--- config.mk ---
export PLATFORM = sky130hd
export DESIGN_NAME = write_buffer
export DESIGN_NICKNAME = d
export VERILOG_FILES = /design/src/source/mem_wr_pkg.sv /design/src/source/wbuf_ctrl_pkg.sv /design/src/source/write_buffer.sv /design/src/source/wbuf_beat_counter.sv /design/src/source/wbuf_drain_fsm.sv /design/src/source/wbuf_store.sv
export VERILOG_INCLUDE_DIRS = /design/src /design/src/include
export SDC_FILE = /design/constraint.sdc
export NUM_CORES = 2
export LEC_CHECK = 0
export ABC_CLOCK_PERIOD_IN_PS = 21300
export BUFFER_PORTS_ARGS = -buffer_cell sky130_fd_sc_hd__buf_2
export CORE_MARGIN = 1
export CORE_UTILIZATION = 55
export DETAILED_ROUTE_END_ITERATION = 12
export PLACE_DENSITY = 0.79
export REMOVE_ABC_BUFFERS = 1
export SYNTH_ARGS = -nofsm -noshare
export SYNTH_HDL_FRONTEND = slang
export SYNTH_SLANG_ARGS = --single-unit
--- constraint.sdc ---
create_clock -name clk -period 21.3 [get_ports clk]
set_clock_uncertainty 0.05 [all_clocks]
set_input_delay 2.13 -clock clk [delete_from_list [all_inputs] [get_ports clk]]
set_output_delay 2.13 -clock clk [all_outputs]
set_load 0.03 [all_outputs]
--- src/include/wbuf_macros.svh ---
// sizes are fixed for 256-bit lines, so changing a macro here changes line_t and the burst length
`ifndef WBUF_MACROS_SVH
`define WBUF_MACROS_SVH

// line slots held by the buffer
`define WBUF_DEPTH 5

// words per line and beats per burst
`define WBUF_BEATS 8

`define WBUF_ADDR_W 32
`define WBUF_WORD_W 32

// occupancy runs from 0 up to WBUF_DEPTH inclusive
`define WBUF_OCC_W ($clog2(`WBUF_DEPTH + 1))

`endif
--- src/source/mem_wr_pkg.sv ---
// memory write port types; only OKAY and SLVERR responses are modelled, anything else replays
`default_nettype none

`include "wbuf_macros.svh"

package mem_wr_pkg;

    // full cache line, word 0 in the low bits
    typedef logic [`WBUF_BEATS*`WBUF_WORD_W-1:0] line_t;

    // one data beat
    typedef logic [`WBUF_WORD_W-1:0] word_t;

    // write response, AXI style encoding
    typedef enum logic [1:0] {
        RESP_OKAY   = 2'b00,
        RESP_SLVERR = 2'b10
    } wr_resp_e;

endpackage

`default_nettype wire

--- src/source/wbuf_ctrl_pkg.sv ---
// control encodings of the write buffer; every enum is 2 bits wide
`default_nettype none

package wbuf_ctrl_pkg;

    // drain sequence, one state per write channel phase
    typedef enum logic [1:0] {
        DRAIN_IDLE = 2'd0,
        DRAIN_ADDR = 2'd1,
        DRAIN_DATA = 2'd2,
        DRAIN_RESP = 2'd3
    } drain_state_e;

    // slot update per cycle, derived from push and pop
    typedef enum logic [1:0] {
        OP_NONE     = 2'd0,
        OP_PUSH     = 2'd1,
        OP_POP      = 2'd2,
        OP_PUSH_POP = 2'd3
    } store_op_e;

endpackage

`default_nettype wire

--- src/source/write_buffer.sv ---
// w_data and w_last are only meaningful while w_valid is high; the cache holds its inputs while in_ready is low
`timescale 1ns/1ps
`default_nettype none

`include "wbuf_macros.svh"

module write_buffer
    import mem_wr_pkg::*;
(
    input  wire logic                    clk,
    input  wire logic                    rstn,
    input  wire logic                    in_valid,
    input  wire logic [`WBUF_ADDR_W-1:0] in_addr,
    input  wire line_t                   in_line,
    input  wire logic [`WBUF_ADDR_W-1:0] query_addr,
    input  wire logic                    dma_lock,
    input  wire logic                    aw_ready,
    input  wire logic                    w_ready,
    input  wire logic                    b_valid,
    input  wire wr_resp_e                b_resp,
    output logic                         in_ready,
    output logic                         query_hit,
    output line_t                        query_line,
    output logic                         wrt_lock,
    output logic                         aw_valid,
    output logic [`WBUF_ADDR_W-1:0]      aw_addr,
    output logic                         w_valid,
    output word_t                        w_data,
    output logic                         w_last,
    output logic                         b_ready
);

    logic [`WBUF_OCC_W-1:0]  occupancy;
    logic [`WBUF_ADDR_W-1:0] tail_addr;
    line_t                   tail_line;
    logic                    pop;
    logic                    capture;
    logic                    beat_advance;
    logic                    rewind;

    wbuf_store u_store (
        .clk        (clk),
        .rstn       (rstn),
        .in_valid   (in_valid),
        .in_addr    (in_addr),
        .in_line    (in_line),
        .pop        (pop),
        .query_addr (query_addr),
        .in_ready   (in_ready),
        .occupancy  (occupancy),
        .tail_addr  (tail_addr),
        .tail_line  (tail_line),
        .query_hit  (query_hit),
        .query_line (query_line)
    );

    wbuf_drain_fsm u_drain_fsm (
        .clk          (clk),
        .rstn         (rstn),
        .occupancy    (occupancy),
        .tail_addr    (tail_addr),
        .dma_lock     (dma_lock),
        .aw_ready     (aw_ready),
        .w_ready      (w_ready),
        .beat_last    (w_last),
        .b_valid      (b_valid),
        .b_resp       (b_resp),
        .capture      (capture),
        .beat_advance (beat_advance),
        .rewind       (rewind),
        .aw_valid     (aw_valid),
        .aw_addr      (aw_addr),
        .w_valid      (w_valid),
        .b_ready      (b_ready),
        .pop          (pop),
        .wrt_lock     (wrt_lock)
    );

    // w_last is the counter's last-beat flag
    wbuf_beat_counter u_beat_counter (
        .clk          (clk),
        .rstn         (rstn),
        .capture      (capture),
        .tail_line    (tail_line),
        .beat_advance (beat_advance),
        .rewind       (rewind),
        .w_data       (w_data),
        .beat_last    (w_last)
    );

endmodule

`default_nettype wire

--- src/source/wbuf_beat_counter.sv ---
// holds its own copy of the line so a store shifting under it cannot change a replay
`timescale 1ns/1ps
`default_nettype none

`include "wbuf_macros.svh"

module wbuf_beat_counter
    import mem_wr_pkg::*;
(
    input  wire logic  clk,
    input  wire logic  rstn,
    input  wire logic  capture,
    input  wire line_t tail_line,
    input  wire logic  beat_advance,
    input  wire logic  rewind,
    output word_t      w_data,
    output logic       beat_last
);

    localparam int CNT_W = $clog2(`WBUF_BEATS);

    line_t              line_q;
    logic [CNT_W-1:0]   beat_cnt;

    always_ff @(posedge clk) begin
        if (capture) begin
            line_q <= tail_line;
        end
    end

    // count wraps after the last beat as well
    always_ff @(posedge clk) begin
        if (!rstn) begin
            beat_cnt <= '0;
        end else if (capture || rewind) begin
            beat_cnt <= '0;
        end else if (beat_advance) begin
            beat_cnt <= beat_cnt + 1'b1;
        end
    end

    // lowest word goes first
    assign w_data    = line_q[beat_cnt*`WBUF_WORD_W +: `WBUF_WORD_W];
    assign beat_last = (beat_cnt == CNT_W'(`WBUF_BEATS - 1));

endmodule

`default_nettype wire

--- src/source/wbuf_drain_fsm.sv ---
// one burst in flight at a time; any response other than OKAY replays the captured line
`timescale 1ns/1ps
`default_nettype none

`include "wbuf_macros.svh"

module wbuf_drain_fsm
    import mem_wr_pkg::*;
    import wbuf_ctrl_pkg::*;
(
    input  wire logic                    clk,
    input  wire logic                    rstn,
    input  wire logic [`WBUF_OCC_W-1:0]  occupancy,
    input  wire logic [`WBUF_ADDR_W-1:0] tail_addr,
    input  wire logic                    dma_lock,
    input  wire logic                    aw_ready,
    input  wire logic                    w_ready,
    input  wire logic                    beat_last,
    input  wire logic                    b_valid,
    input  wire wr_resp_e                b_resp,
    output logic                         capture,
    output logic                         beat_advance,
    output logic                         rewind,
    output logic                         aw_valid,
    output logic [`WBUF_ADDR_W-1:0]      aw_addr,
    output logic                         w_valid,
    output logic                         b_ready,
    output logic                         pop,
    output logic                         wrt_lock
);

    drain_state_e state_q;
    drain_state_e state_d;
    logic         resp_taken;

    // only start when the DMA side has let go of memory
    assign capture      = (state_q == DRAIN_IDLE) && (occupancy != '0) && !dma_lock;
    assign aw_valid     = (state_q == DRAIN_ADDR);
    assign w_valid      = (state_q == DRAIN_DATA);
    assign b_ready      = (state_q == DRAIN_RESP);
    assign beat_advance = w_valid && w_ready;
    assign resp_taken   = b_ready && b_valid;
    assign pop          = resp_taken && (b_resp == RESP_OKAY);
    assign rewind       = resp_taken && (b_resp != RESP_OKAY);
    assign wrt_lock     = (state_q != DRAIN_IDLE);

    always_comb begin
        state_d = state_q;
        case (state_q)
            DRAIN_IDLE: if (capture) state_d = DRAIN_ADDR;
            DRAIN_ADDR: if (aw_ready) state_d = DRAIN_DATA;
            DRAIN_DATA: if (beat_advance && beat_last) state_d = DRAIN_RESP;
            DRAIN_RESP: begin
                if (pop) begin
                    state_d = DRAIN_IDLE;
                end else if (rewind) begin
                    state_d = DRAIN_ADDR;
                end
            end
            default: state_d = DRAIN_IDLE;
        endcase
    end

    always_ff @(posedge clk) begin
        if (!rstn) begin
            state_q <= DRAIN_IDLE;
        end else begin
            state_q <= state_d;
        end
    end

    // address is kept across a replay
    always_ff @(posedge clk) begin
        if (capture) begin
            aw_addr <= tail_addr;
        end
    end

endmodule

`default_nettype wire

--- src/source/wbuf_store.sv ---
// slot 0 is the newest line; pop always removes the oldest, and pop on an empty store is not allowed
`timescale 1ns/1ps
`default_nettype none

`include "wbuf_macros.svh"

module wbuf_store
    import mem_wr_pkg::*;
    import wbuf_ctrl_pkg::*;
(
    input  wire logic                    clk,
    input  wire logic                    rstn,
    input  wire logic                    in_valid,
    input  wire logic [`WBUF_ADDR_W-1:0] in_addr,
    input  wire line_t                   in_line,
    input  wire logic                    pop,
    input  wire logic [`WBUF_ADDR_W-1:0] query_addr,
    output logic                         in_ready,
    output logic [`WBUF_OCC_W-1:0]       occupancy,
    output logic [`WBUF_ADDR_W-1:0]      tail_addr,
    output line_t                        tail_line,
    output logic                         query_hit,
    output line_t                        query_line
);

    logic [`WBUF_ADDR_W-1:0] slot_addr [`WBUF_DEPTH];
    line_t                   slot_line [`WBUF_DEPTH];
    logic                    push;
    store_op_e               op;

    assign in_ready = (occupancy < `WBUF_DEPTH);
    assign push     = in_valid && in_ready;

    always_comb begin
        case ({pop, push})
            2'b01:   op = OP_PUSH;
            2'b10:   op = OP_POP;
            2'b11:   op = OP_PUSH_POP;
            default: op = OP_NONE;
        endcase
    end

    // new line enters slot 0 and the rest shift up
    always_ff @(posedge clk) begin
        if (op == OP_PUSH || op == OP_PUSH_POP) begin
            slot_addr[0] <= in_addr;
            slot_line[0] <= in_line;
            for (int i = 1; i < `WBUF_DEPTH; i++) begin
                slot_addr[i] <= slot_addr[i-1];
                slot_line[i] <= slot_line[i-1];
            end
        end
    end

    // push and pop together keep the count
    always_ff @(posedge clk) begin
        if (!rstn) begin
            occupancy <= '0;
        end else begin
            case (op)
                OP_PUSH: occupancy <= occupancy + 1'b1;
                OP_POP:  occupancy <= occupancy - 1'b1;
                default: occupancy <= occupancy;
            endcase
        end
    end

    // oldest valid slot sits at occupancy - 1
    always_comb begin
        tail_addr = slot_addr[0];
        tail_line = slot_line[0];
        for (int i = 1; i < `WBUF_DEPTH; i++) begin
            if (int'(occupancy) == i + 1) begin
                tail_addr = slot_addr[i];
                tail_line = slot_line[i];
            end
        end
    end

    // walk from oldest to newest so the lowest slot wins
    always_comb begin
        query_hit  = 1'b0;
        query_line = '0;
        for (int i = `WBUF_DEPTH - 1; i >= 0; i--) begin
            if (i < int'(occupancy) && slot_addr[i] == query_addr) begin
                query_hit  = 1'b1;
                query_line = slot_line[i];
            end
        end
    end

endmodule

`default_nettype wire

==> results.ini <==
[worst_setup_path]
cp_slowest_cell = buf_4
crit_family = buffers and inverters
slowest_delay_ns = 1.02
required_ns = 19.12
crit_buf_inv = 5
cp.arrival_ns = 7.50
crit_chain = buf_2 > xor2_1 > nor4_1 > nand4_1 > buf_4 > or3_4 > buf_4 > buf_4 > a311oi_1 > o22ai_1 > buf_2
worstSetupStartpointType = input pin
crit_type = input pin to primary output
end_kind = primary output
cp_max_fo = 81
critPathMostFrequentCell = buf_4

[outcome]
status = complete, no violations

[logic_synthesis]
synth-compound-area-share = 0.0816
syn-cell-area_um2 = 83700
ys_ff_latch = 1736
synth_top_family_by_area = multiplexers
synth_adder_area_share = 0.00239
async_reset_ff_frac = 0
synthMuxAreaShare = 0.121
seq_area_frac_synth = 0.622
yosysUniqueCellTypes = 40
synth_cells = 6823
synth_edf_count = 1728
syn_avg_cell_area_um2 = 12.3
yosysWarnings = 0
yosys.area_share.simple = 0.112
synthXorXnorAreaFrac = 0.0171
synth_ff_type = edfxtp_1

[cells_and_area]
stdcell_count = 9251
fill_cells = 11200
fin_area_um2 = 93700
regArea_um2 = 52100
nNetsFinal = 7420
area_growth_pct = 11.9
final_layout_size_suffix_gt1_frac = 0.153
multi_input_area_um2 = 28100

[die]
die_w_um = 392
start_util = 0.556
die_height_um = 392
io_pins = 656
placementRows = 142
coreArea_um2 = 150000
die_area_um2 = 154000

[worst_hold_path]
holdCritPathClass = flip-flop to flip-flop

[cts]
cts.sinks = 1736
cts_buffer_depth = 3
post_cts_resized = 0
post-cts-setup-buffers = 0
h-tree-depth = 4
cts_tree = done
clk_latency_ns = 0.82
hold_buffers = 0
cts_made_buffers = 179
clockRootBuffer = clkbuf_16
path_clk_slew_ns = 0.06

[sta]
fmax_mhz = 103
rsz0062_at_grt = no
finalSetupViolCount = 0
slew_headroom = 0.0436
period_share = 0.454
final_max_slew_viol_count = 0
tightest_slew_ns = 1.43
post-route-min-period_ns = 9.68
finalHoldViolCount = 0

[power]
peakVddDrop_mv = 0.0726
power_density_nw_per_um2 = 86.0
p_leak_nw = 36.3

[flow_run]
maxCapViolations = 0

[detailed_routing]
wire_per_inst_um = 28.2
post-route-drc-count = 0
route.vias.total = 63200
drt-total-wl_mm = 261
antenna_left = 0
drt_first_pass_iters = 8
viasPerCell = 6.83
drt_iter0_drc = 9140

[place]
dp_hpwl_mm = 144
place_area_um2 = 87800
gp_congestion = 0.940
place_inst = 8910
port_buffers = 655

[grt]
grt_pass1_vias = 60600
antenna_found_initial = 22
grt_max_degree = 211
track_usage = 0.329
grt_pass1_wl_mm = 383
grt_overflow = 0

-- cells in the mapped netlist, types with 2 or more instances --
cell / instances / area (um^2)
xnor2_1: 66 / 578
o21ai_0: 292 / 1460
nand4_1: 19 / 119
buf_6: 3 / 33.8
inv_1: 267 / 1000
a311oi_1: 256 / 2240
mux2_2: 32 / 360
dfxtp_1: 8 / 160
and3_1: 256 / 1600
mux2i_1: 833 / 8340
edfxtp_1: 1728 / 51900
xor2_1: 97 / 850
nor4_1: 535 / 3350
a21oi_1: 293 / 1470
buf_1: 38 / 143
clkbuf_1: 506 / 1900
nand3_1: 8 / 40.0
nor3_1: 6 / 30.0
nor2_1: 551 / 2070
buf_4: 11 / 82.6
or3_1: 2 / 12.5
ha_1: 16 / 200
nand2_1: 556 / 2090
and2_1: 4 / 25.0
buf_2: 106 / 531
mux4_2: 64 / 1440
o22ai_1: 257 / 1610
-- cell usage in the layout (no fill, tap or decap), types with 4 or more instances in the layout --
| cell | count |
|---|---|
| a311oi_1 | 256 |
| o22ai_1 | 257 |
| mux2_2 | 32 |
| buf_12 | 19 |
| nor2_1 | 550 |
| inv_6 | 5 |
| a21oi_1 | 293 |
| mux2i_1 | 833 |
| clkbuf_16 | 183 |
| nand3_1 | 5 |
| ha_1 | 15 |
| nor4_1 | 535 |
| mux4_2 | 64 |
| inv_1 | 266 |
| dfxtp_1 | 5 |
| bufinv_16 | 15 |
| clkinv_2 | 30 |
| diode_2 | 12 |
| clkinv_1 | 46 |
| edfxtp_1 | 1728 |
| nand2_1 | 554 |
| clkbuf_1 | 30 |
| xor2_1 | 97 |
| clkinvlp_4 | 5 |
| buf_2 | 655 |
| and3_1 | 256 |
| buf_4 | 61 |
| xnor2_1 | 66 |
| clkbuf_8 | 5 |
| nand4_1 | 19 |
| clkinv_16 | 4 |
| o21ai_0 | 292 |
-- final timing paths --
path                                                     startpoint                                    to  slack [ns]  cells past startpoint
worst min-delay path            u_store.slot_line[0][976]$_DFFE_PP_  u_store.slot_line[0][1232]$_DFFE_PP_        0.39                      0
worst min register to register  u_store.slot_line[0][976]$_DFFE_PP_  u_store.slot_line[0][1232]$_DFFE_PP_        0.39                      0
worst max-delay path                                 query_addr[18]                       query_line[241]       11.62                     11
worst max register to register    u_store.occupancy[0]$_SDFFE_PN0P_   u_store.slot_line[0][609]$_DFFE_PP_       14.80                      9
-- cells by family (layout without fill, tap and decap cells) --
kind of cell	Yosys count	in the layout
and+or+nand+nor	1943	1943
other	0	12
xor gates and xnor gates	163	163
adders and majority gates	16	16
muxes	929	929
DFF	1736	1736
buffers and inverters	932	1332
AOI/OAI and AO/OA	1104	1104
-- per-layer routing --
layer	track usage	up-vias	wire length, um	share of wire
met2	0.493	5210	117000	0.45
li1	-	26500	-	-
met4	0.220	18	19000	0.073
met5	0	-	121	0.00046
met1	0.434	30600	93600	0.36
met3	0.0694	916	31300	0.12
-- cell type report --
class / count / share of cell area
repair buffers: 735 / 0.0440
multi-input cells: 4155 / 0.300
clock buffers: 218 / 0.0508
inverters: 268 / 0.0108
flip-flops and latches: 1736 / 0.556
clock inverters: 111 / 0.0114
well taps: 2016 / 0.0269
diodes: 12 / 0.000321
-- metrics by stage --
stage | utilization | setup TNS [ns] | worst slack [ns] | hold WS [ns] | power [mW]
floorplan | - | -1053.80 | -4.10 | 0.391 | 4.88
global placement | 0.583 | 0 | 12.02 | 0.395 | 4.92
detailed placement | 0.583 | 0 | 11.97 | 0.401 | 4.95
CTS | 0.622 | 0 | 11.91 | 0.387 | 8.06
global route | 0.622 | 0 | 11.80 | 0.402 | 8.26
finish | 0.622 | 0 | 11.62 | 0.390 | 8.06
-- report_power, final --
part	leakage (nW)	total, mW	switching [mW]	internal [mW]
clock network	2.84	3.16	1.38	1.78
logic	16.7	0.654	0.434	0.220
registers	16.8	4.25	0.163	4.08
total	36.3	8.06	1.98	6.08
-- state kept, by name, summed over array words and instances, names as in the netlist --
name	count
u_store.slot_line	1280
u_beat_counter.line_q	256
u_store.slot_addr	160
u_drain_fsm.aw_addr	32
u_beat_counter.beat_cnt	3
u_store.occupancy	3
u_drain_fsm.state_q	2
(Power assumes the default switching activity.)
